$ cat src/include/cu_cfg.svh
// Compute unit configuration
`ifndef CU_CFG_SVH
`define CU_CFG_SVH

// Memory interface widths
`define CU_ADDR_W 32
`define CU_DATA_W 64
// Tag is the line index inside one job
`define CU_TAG_W 8
`define CU_LEN_W 8

// Command buffer sizing
`define CU_CMD_DEPTH 4
`define CU_CNT_W $clog2(`CU_CMD_DEPTH + 1)

// Read throttle
// Kept at or below CU_CMD_DEPTH so returned data always finds write room
`define CU_MAX_OUTSTANDING 4

`endif

$ cat src/design/capi_pkg.sv
// Memory interface types
`include "cu_cfg.svh"

package capi_pkg;

	// ----------------------------------------
	// Commands
	// ----------------------------------------

	typedef enum logic {
		cmd_read  = 1'b0,
		cmd_write = 1'b1
	} cmd_op_t;

	// One command slot
	typedef struct packed {
		logic                  valid;
		cmd_op_t               opcode;
		logic [`CU_TAG_W-1:0]  tag;
		logic [`CU_ADDR_W-1:0] address;
	} command_line_t;

	// Write command travels with its line
	typedef struct packed {
		command_line_t         cmd;
		logic [`CU_DATA_W-1:0] data;
	} write_entry_t;

	// ----------------------------------------
	// Responses and data
	// ----------------------------------------

	typedef struct packed {
		logic                 valid;
		logic [`CU_TAG_W-1:0] tag;
	} response_line_t;

	// Read return or write payload
	typedef struct packed {
		logic                  valid;
		logic [`CU_TAG_W-1:0]  tag;
		logic [`CU_DATA_W-1:0] data;
	} data_line_t;

	// Registered buffer occupancy
	typedef struct packed {
		logic                 empty;
		logic                 full;
		logic [`CU_CNT_W-1:0] count;
	} buffer_status_t;

endpackage

$ cat src/design/cu_pkg.sv
// Compute unit types
`include "cu_cfg.svh"

package cu_pkg;

	// Work element descriptor
	// Valid is a one cycle pulse
	typedef struct packed {
		logic                  valid;
		logic [`CU_ADDR_W-1:0] src_addr;
		logic [`CU_ADDR_W-1:0] dst_addr;
		logic [`CU_LEN_W-1:0]  length;
	} wed_t;

	// Per line transform
	typedef enum logic [1:0] {
		op_copy   = 2'd0,
		op_invert = 2'd1,
		op_add    = 2'd2
	} cu_op_t;

	// Held stable while enabled
	typedef struct packed {
		cu_op_t                op;
		logic [`CU_DATA_W-1:0] operand;
	} cu_configure_t;

	typedef enum logic [1:0] {
		st_idle = 2'd0,
		st_run  = 2'd1,
		st_done = 2'd2
	} cu_state_t;

	// Lines written back
	typedef struct packed {
		logic [`CU_LEN_W-1:0] lines_written;
	} cu_return_t;

endpackage

$ cat src/design/command_buffer.sv
// Command FIFO
`timescale 1ns/100ps
`include "cu_cfg.svh"

module command_buffer #(
	parameter int WIDTH = 42
) (
	input  logic                     clock,
	input  logic                     arst_n,
	input  logic                     push,
	input  logic [WIDTH-1:0]         push_data,
	input  logic                     pop,
	output logic [WIDTH-1:0]         head_data,
	output capi_pkg::buffer_status_t status
);

	localparam int DEPTH = `CU_CMD_DEPTH;
	localparam int PTR_W = (DEPTH > 1) ? $clog2(DEPTH) : 1;

	logic [WIDTH-1:0]     mem [DEPTH];
	logic [PTR_W-1:0]     wr_ptr;
	logic [PTR_W-1:0]     rd_ptr;
	logic                 do_push;
	logic                 do_pop;
	logic [`CU_CNT_W-1:0] count_next;

	// Overflow and underflow are dropped
	assign do_push = push && !status.full;
	assign do_pop  = pop && !status.empty;

	always_comb begin
		count_next = status.count;
		if (do_push && !do_pop) begin
			count_next = status.count + 1'b1;
		end else if (do_pop && !do_push) begin
			count_next = status.count - 1'b1;
		end
	end

	// ----------------------------------------
	// Storage and pointers
	// ----------------------------------------

	always_ff @(posedge clock) begin
		if (do_push) begin
			mem[wr_ptr] <= push_data;
		end
	end

	always_ff @(posedge clock or negedge arst_n) begin
		if (!arst_n) begin
			wr_ptr <= '0;
			rd_ptr <= '0;
		end else begin
			// Wrap explicitly, depth need not be a power of two
			if (do_push) begin
				wr_ptr <= (wr_ptr == PTR_W'(DEPTH - 1)) ? '0 : wr_ptr + 1'b1;
			end
			if (do_pop) begin
				rd_ptr <= (rd_ptr == PTR_W'(DEPTH - 1)) ? '0 : rd_ptr + 1'b1;
			end
		end
	end

	// Status tracks occupancy after this edge
	always_ff @(posedge clock or negedge arst_n) begin
		if (!arst_n) begin
			status <= '{empty: 1'b1, full: 1'b0, count: '0};
		end else begin
			status.count <= count_next;
			status.empty <= (count_next == '0);
			status.full  <= (count_next == `CU_CNT_W'(DEPTH));
		end
	end

	// Empty head reads as all zero so valid stays low
	assign head_data = status.empty ? '0 : mem[rd_ptr];

	// Producer must honour full
	a_no_push_full: assert property (@(posedge clock) disable iff (!arst_n)
		push |-> !status.full);
	// Consumer only pops a visible entry
	a_no_pop_empty: assert property (@(posedge clock) disable iff (!arst_n)
		pop |-> !status.empty);

endmodule

$ cat src/design/cu_control.sv
// Compute unit control FSM
`timescale 1ns/100ps
`include "cu_cfg.svh"

module cu_control (
	input  logic                     clock,
	input  logic                     arst_n,
	input  logic                     enabled,
	input  cu_pkg::wed_t             wed_request,
	input  cu_pkg::cu_configure_t    cu_configure,
	input  capi_pkg::response_line_t read_response,
	input  capi_pkg::data_line_t     read_data,
	input  capi_pkg::response_line_t write_response,
	input  capi_pkg::buffer_status_t read_buffer_status,
	input  capi_pkg::buffer_status_t write_buffer_status,
	output logic                     read_command_push,
	output capi_pkg::command_line_t  read_command,
	output logic                     write_command_push,
	output capi_pkg::write_entry_t   write_entry,
	output logic                     cu_done,
	output cu_pkg::cu_return_t       cu_return,
	output logic [63:0]              cu_status
);

	localparam int LEN_W = `CU_LEN_W;
	// Room for outstanding plus buffered writes
	localparam int SUM_W = LEN_W + 2;

	cu_pkg::cu_state_t     state;
	cu_pkg::wed_t          wed_q;
	logic [LEN_W-1:0]      reads_issued;
	logic [LEN_W-1:0]      outstanding;
	logic [LEN_W-1:0]      writes_done;
	logic [SUM_W-1:0]      write_credit;
	logic                  start;
	logic                  issue;
	logic                  read_back;
	logic                  write_back;
	logic                  write_last;
	logic                  wr_push_q;
	logic [`CU_TAG_W-1:0]  wr_tag_q;
	logic [`CU_DATA_W-1:0] wr_data_q;
	logic [`CU_DATA_W-1:0] result;

	assign start      = (state == cu_pkg::st_idle) && enabled && wed_request.valid;
	assign read_back  = (state == cu_pkg::st_run) && read_response.valid;
	assign write_back = (state == cu_pkg::st_run) && write_response.valid;
	assign write_last = write_back && ((writes_done + 1'b1) == wed_q.length);

	// Every line in flight holds a future write buffer slot
	assign write_credit = SUM_W'(outstanding) + SUM_W'(write_buffer_status.count)
		+ SUM_W'(wr_push_q);

	// ----------------------------------------
	// Read issue
	// ----------------------------------------

	assign issue = (state == cu_pkg::st_run)
		&& (reads_issued < wed_q.length)
		&& !read_buffer_status.full
		&& (outstanding < LEN_W'(`CU_MAX_OUTSTANDING))
		&& (write_credit < SUM_W'(`CU_CMD_DEPTH));

	assign read_command_push = issue;

	always_comb begin
		read_command.valid   = issue;
		read_command.opcode  = capi_pkg::cmd_read;
		read_command.tag     = `CU_TAG_W'(reads_issued);
		// One line per tag
		read_command.address = wed_q.src_addr + `CU_ADDR_W'(reads_issued);
	end

	// ----------------------------------------
	// State and counters
	// ----------------------------------------

	always_ff @(posedge clock) begin
		if (start) begin
			wed_q <= wed_request;
		end
	end

	always_ff @(posedge clock or negedge arst_n) begin
		if (!arst_n) begin
			state   <= cu_pkg::st_idle;
			cu_done <= 1'b0;
		end else begin
			case (state)
				cu_pkg::st_idle: begin
					if (start) begin
						state <= cu_pkg::st_run;
					end
				end
				cu_pkg::st_run: begin
					// Final write response closes the job
					if (write_last) begin
						state   <= cu_pkg::st_done;
						cu_done <= 1'b1;
					end
				end
				cu_pkg::st_done: begin
					if (!enabled) begin
						state   <= cu_pkg::st_idle;
						cu_done <= 1'b0;
					end
				end
				default: state <= cu_pkg::st_idle;
			endcase
		end
	end

	always_ff @(posedge clock or negedge arst_n) begin
		if (!arst_n) begin
			reads_issued <= '0;
			outstanding  <= '0;
			writes_done  <= '0;
		end else if (start) begin
			// Last job's counts stay visible until the next WED
			reads_issued <= '0;
			outstanding  <= '0;
			writes_done  <= '0;
		end else begin
			if (issue) begin
				reads_issued <= reads_issued + 1'b1;
			end
			if (write_back) begin
				writes_done <= writes_done + 1'b1;
			end
			if (issue && !read_back) begin
				outstanding <= outstanding + 1'b1;
			end else if (read_back && !issue) begin
				outstanding <= outstanding - 1'b1;
			end
		end
	end

	// ----------------------------------------
	// Transform and write entry
	// ----------------------------------------

	always_comb begin
		case (cu_configure.op)
			cu_pkg::op_copy:   result = read_data.data;
			cu_pkg::op_invert: result = ~read_data.data;
			// Wraps modulo 2^64
			cu_pkg::op_add:    result = read_data.data + cu_configure.operand;
			default:           result = read_data.data;
		endcase
	end

	always_ff @(posedge clock or negedge arst_n) begin
		if (!arst_n) begin
			wr_push_q <= 1'b0;
		end else begin
			wr_push_q <= (state == cu_pkg::st_run) && read_data.valid;
		end
	end

	always_ff @(posedge clock) begin
		if (read_data.valid) begin
			wr_tag_q  <= read_data.tag;
			wr_data_q <= result;
		end
	end

	assign write_command_push = wr_push_q;

	always_comb begin
		write_entry.cmd.valid   = wr_push_q;
		write_entry.cmd.opcode  = capi_pkg::cmd_write;
		write_entry.cmd.tag     = wr_tag_q;
		write_entry.cmd.address = wed_q.dst_addr + `CU_ADDR_W'(wr_tag_q);
		write_entry.data        = wr_data_q;
	end

	// Return and status words
	assign cu_return.lines_written = writes_done;
	assign cu_status = {{(64 - 2 - 2 * LEN_W){1'b0}}, state, reads_issued, writes_done};

	// Read throttle holds across the whole job
	a_outstanding_max: assert property (@(posedge clock) disable iff (!arst_n)
		outstanding <= LEN_W'(`CU_MAX_OUTSTANDING));
	// Credit scheme keeps the write buffer from overflowing
	a_write_room: assert property (@(posedge clock) disable iff (!arst_n)
		write_command_push |-> !write_buffer_status.full);
	a_done_state: assert property (@(posedge clock) disable iff (!arst_n)
		cu_done |-> (state == cu_pkg::st_done));

endmodule

$ cat src/design/cu_top.sv
// Compute unit top level
`timescale 1ns/100ps

module cu_top (
	input  logic                     clock,
	input  logic                     arst_n,
	input  logic                     enabled,
	input  cu_pkg::wed_t             wed_request,
	input  cu_pkg::cu_configure_t    cu_configure,
	input  capi_pkg::response_line_t read_response,
	input  capi_pkg::data_line_t     read_data,
	input  capi_pkg::response_line_t write_response,
	input  logic                     read_command_pop,
	input  logic                     write_command_pop,
	output capi_pkg::command_line_t  read_command_out,
	output capi_pkg::command_line_t  write_command_out,
	output capi_pkg::data_line_t     write_data_out,
	output capi_pkg::buffer_status_t read_buffer_status,
	output capi_pkg::buffer_status_t write_buffer_status,
	output logic                     cu_done,
	output cu_pkg::cu_return_t       cu_return,
	output logic [63:0]              cu_status
);

	localparam int READ_W  = $bits(capi_pkg::command_line_t);
	localparam int WRITE_W = $bits(capi_pkg::write_entry_t);

	logic                    read_command_push;
	capi_pkg::command_line_t read_command;
	logic                    write_command_push;
	capi_pkg::write_entry_t  write_entry;
	capi_pkg::write_entry_t  write_head;

	// ----------------------------------------
	// Control
	// ----------------------------------------

	cu_control control (
		.clock               (clock),
		.arst_n              (arst_n),
		.enabled             (enabled),
		.wed_request         (wed_request),
		.cu_configure        (cu_configure),
		.read_response       (read_response),
		.read_data           (read_data),
		.write_response      (write_response),
		.read_buffer_status  (read_buffer_status),
		.write_buffer_status (write_buffer_status),
		.read_command_push   (read_command_push),
		.read_command        (read_command),
		.write_command_push  (write_command_push),
		.write_entry         (write_entry),
		.cu_done             (cu_done),
		.cu_return           (cu_return),
		.cu_status           (cu_status)
	);

	// ----------------------------------------
	// Command buffers
	// ----------------------------------------

	command_buffer #(.WIDTH(READ_W)) read_buffer (
		.clock     (clock),
		.arst_n    (arst_n),
		.push      (read_command_push),
		.push_data (read_command),
		.pop       (read_command_pop),
		.head_data (read_command_out),
		.status    (read_buffer_status)
	);

	command_buffer #(.WIDTH(WRITE_W)) write_buffer (
		.clock     (clock),
		.arst_n    (arst_n),
		.push      (write_command_push),
		.push_data (write_entry),
		.pop       (write_command_pop),
		.head_data (write_head),
		.status    (write_buffer_status)
	);

	// Head entry split into command and data lines
	assign write_command_out   = write_head.cmd;
	assign write_data_out.valid = write_head.cmd.valid;
	assign write_data_out.tag   = write_head.cmd.tag;
	assign write_data_out.data  = write_head.data;

endmodule

$ cat config.mk
export PLATFORM = sky130hd
export DESIGN_NAME = cu_top
export DESIGN_NICKNAME = d
export VERILOG_FILES = /design/src/design/capi_pkg.sv /design/src/design/cu_pkg.sv /design/src/design/command_buffer.sv /design/src/design/cu_control.sv /design/src/design/cu_top.sv
export VERILOG_INCLUDE_DIRS = /design/src /design/src/include
export SDC_FILE = /design/constraint.sdc
export NUM_CORES = 1
export LEC_CHECK = 0
export ABC_CLOCK_PERIOD_IN_PS = 5550
export BUFFER_PORTS_ARGS = -buffer_cell sky130_fd_sc_hd__buf_2
export CAP_MARGIN = 20
export CORE_ASPECT_RATIO = 1.4
export CORE_MARGIN = 1
export CORE_UTILIZATION = 43
export CTS_CLUSTER_DIAMETER = 80
export DETAILED_ROUTE_END_ITERATION = 10
export GPL_TIMING_DRIVEN = 0
export PLACE_DENSITY = 0.58
export SLEW_MARGIN = 20
export SYNTH_ARGS = -nofsm -noshare
export SYNTH_HDL_FRONTEND = slang
export SYNTH_HIERARCHICAL = 1
export SYNTH_SLANG_ARGS = --single-unit
$ cat constraint.sdc
create_clock -name clock -period 5.55 [get_ports clock]
set_clock_uncertainty 0.1 [all_clocks]
set_input_delay 0.8325 -clock clock [delete_from_list [all_inputs] [get_ports clock]]
set_output_delay 0.8325 -clock clock [all_outputs]
set_load 0.02 [all_outputs]
==> results.cfg <==
[detailed_routing]
ant_nets = 0
drtIter0Drc = 1411
vias = 22500
vias_per_cell = 5.40
routed_wl_um = 96400
wire_per_inst_um = 23.1
drt-pass1-iter-count = 8
drc = 0

[placement]
dp.cells = 4036
place.gp.congestion = 0.943
pre_cts_slack_ns = 1.03
dp.final_hpwl_um = 71900
io_buffer_count = 412

[final_layout]
drive_gt1_frac = 0.271
nets = 3378
fill_cells = 7286
area_growth_pct = 17.1
final_core_util = 0.510
stdcell_count = 4171

[grt]
grt_pass1_wl_um = 144000
grt-ovfl-total = 0
grt_max_degree = 52
grt_usage = 0.221
antenna_found_initial = 9
grt_pass1_vias = 23600

[cts]
cts_sinks = 782
cts_tree = done
clock_path_buffers = 3
clockRootBuffer = clkbuf_16
h-tree-depth = 3
clock_latency_ns = 0.62
clk_pin_slew_worst_paths_ns = 0.07
cts_resized = 0
numCtsBuffers = 76
holdBufCountCts = 0
cts_setup_buffers = 0

[sta]
timing.fmax_ghz = 0.228
maxSlewViolCount = 0
finalSetupViolCount = 0
finalHoldViolCount = 0
finalCritPeriodShare = 0.789
layout_setup_ws_ns = 1.17
worst_pin_slew_ns = 0.892
max_slew_margin = 0.402
rsz0062_at_grt = no
post-route-min-period_ns = 4.38

[floorplanning]
fp.dieW_um = 249
initial_utilization = 0.436
die_height_um = 348
core.rowCount = 126
die_area_um2 = 86800
io-pin-count = 475
core_um2 = 84500

[setup_path]
critPathSlowestCell = a211oi_1
start_kind = flip-flop
worstPathRequired_ns = 5.81
cp_common_cell = o21ai_0
worstSetupEndpointType = flip-flop
worst-endpoint-arrival_ns = 4.64
cpLargestDelayFamily = compound AO/OA/AOI/OAI gates
path_cells = ha_1 -> inv_1 -> fa_1 -> nor2b_1 -> o21ai_0 -> a21boi_0 -> o21ai_0 -> a21boi_0 -> o21ai_0 -> a211oi_1 -> nor2b_1 -> nand2_1 -> xnor2_1
crit_buf_inv = 1
slowest_delay_ns = 0.79
critical_path_class = reg2reg
crit_fanout = 7
r2r.worst_path.cells = 13
worstSetupPathDepth = 13

[power]
peakVddDrop_mv = 0.247
leakage_nw = 16.1
power_density_nw_per_um2 = 490
power_w = 0.0211

[synthesis]
ys_async_sr_fraction = 0.0588
synth_ff_type = edfxtp_1
synth_edf_count = 736
syn-cell-area_um2 = 36800
synth_cell_types = 93
syn_avg_cell_area_um2 = 14.8
yosys_warnings = 6
synth-seq-cells = 782
synth_cells = 2480
seq_area_frac_synth = 0.632

[status]
status = complete, no violations

[hold_path]
hold_path_class = in2async

[run]
drv_cap = 0
[cell families (layout without fill, tap and decap cells)]
logic type,after synthesis,count (layout),share of synthesized area
flip-flops,782,782,0.632
AND/OR/NAND/NOR,545,545,0.0791
AO/OA/AOI/OAI,432,432,0.0790
buffers and inverters,307,862,0.0428
multiplexers,152,152,0.0917
XOR/XNOR,143,143,0.0347
adder cells (fa/ha/maj),117,117,0.0406
other,2,50,0.000204
[sequential cells by signal, summed over array words and instances, names as in the netlist, 5 cells and up]
name and count:
write_buffer/status 5, control/cu_return 8, control/wr_data_q 64, control/outstanding 8
write_buffer/mem 424, control/wed_q 72, read_buffer/status 5, read_buffer/mem 168
control/wr_tag_q 8, control/reads_issued 8
[layout make-up]
class / instances / area [µm²] / share of cell area
Sequential cell: 782 / 23300 / 0.540
Multi-Input combinational cell: 1437 / 12200 / 0.282
Timing Repair Buffer: 422 / 2330 / 0.0542
Clock buffer: 94 / 2030 / 0.0472
Tap cell: 1088 / 1360 / 0.0316
Buffer: 190 / 1130 / 0.0263
Inverter: 117 / 443 / 0.0103
Clock inverter: 39 / 367 / 0.00851
Antenna cell: 2 / 5.00 / 0.000116
[synthesized netlist by cell type (10+ instances only)]
cell | n | area share
clkbuf_1 | 65 | 0.0066
a21oi_1 | 134 | 0.018
o21ai_1 | 12 | 0.0016
xor2_1 | 53 | 0.013
edfxtp_1 | 736 | 0.60
o221ai_1 | 24 | 0.0057
nor2_1 | 70 | 0.0071
ha_1 | 113 | 0.038
nor2b_1 | 158 | 0.027
nand2b_1 | 11 | 0.0019
nand4_1 | 23 | 0.0039
a221oi_1 | 39 | 0.0093
nor4_1 | 12 | 0.0020
nand3_1 | 51 | 0.0069
dfrtp_1 | 44 | 0.030
a21o_1 | 45 | 0.0092
xnor2_1 | 88 | 0.021
nor3_1 | 21 | 0.0029
inv_1 | 114 | 0.012
buf_2 | 24 | 0.0033
or3_1 | 10 | 0.0017
mux4_2 | 148 | 0.091
and3_1 | 16 | 0.0027
and2_1 | 19 | 0.0032
o21bai_1 | 14 | 0.0029
o21ai_0 | 76 | 0.010
buf_4 | 86 | 0.018
nand2_1 | 122 | 0.012
[layout by cell type, fill, tap and decap left out, drive strengths merged, types with 71 or more instances in the layout]
master,Yosys,layout
edfxtp,736,736
buf,118,540
clkbuf,68,162
nor2b,160,160
mux4,148,148
a21oi,136,136
nand2,123,123
inv,115,117
ha,113,113
xnor2,90,90
o21ai,90,90
nor2,71,71
[power by group]
part | switching, W | internal (W)
logic | 0.00495 | 0.00313
registers | 0.000448 | 0.00754
clock network | 0.00214 | 0.00292
total | 0.00753 | 0.0136
[path summary, 6_finish.rpt]
path                                                          start                            endpoint  slack [ns]
worst min-delay path                                         arst_n   read_buffer/wr_ptr[0]$_DFFE_PN0P_        0.13
max in group asynchronous                                    arst_n  control/outstanding[3]$_DFFE_PN0P_        4.76
min in group clock                                  wed_request[51]         control/wed_q[51]$_DFFE_PP_        0.29
worst min register to register       control/wr_data_q[0]$_DFFE_PP_    write_buffer/mem[2][0]$_DFFE_PP_        0.39
worst max-delay path            control/reads_issued[0]$_DFFE_PN0P_    read_buffer/mem[1][26]$_DFFE_PP_        1.17
worst max register to register  control/reads_issued[0]$_DFFE_PN0P_    read_buffer/mem[1][26]$_DFFE_PP_        1.17
[worst reg2reg max path: stages (launching register included)]
cell and delay (ns):
dfrtp_1 0.58, ha_1 0.26, inv_1 0.06, fa_1 0.39
nor2b_1 0.13, o21ai_0 0.11, a21boi_0 0.29, o21ai_0 0.16
a21boi_0 0.24, o21ai_0 0.18, a211oi_1 0.79, nor2b_1 0.37
nand2_1 0.11, xnor2_1 0.36
[metrics by stage]
stage / TNS (ns) / instance area, µm² / hold WS [ns]
2_1_floorplan: 0 / 37000 / 0.359
3_3_place_gp: -256.92 / 40400 / 0.365
3_5_place_dp: 0 / 40700 / 0.383
4_1_cts: 0 / 43100 / 0.110
5_1_grt: 0 / 43100 / 0.151
6_report: 0 / 43100 / 0.131
[layer usage]
layer  global-route usage  up-vias  share of wire
li1                     -    10400              -
met2                0.413      630           0.54
met1                0.244    11300           0.37
met3               0.0529      161          0.063
met4               0.0733        8          0.028
met5                    0        -        0.00059
Power figures use the tool's default switching activity.
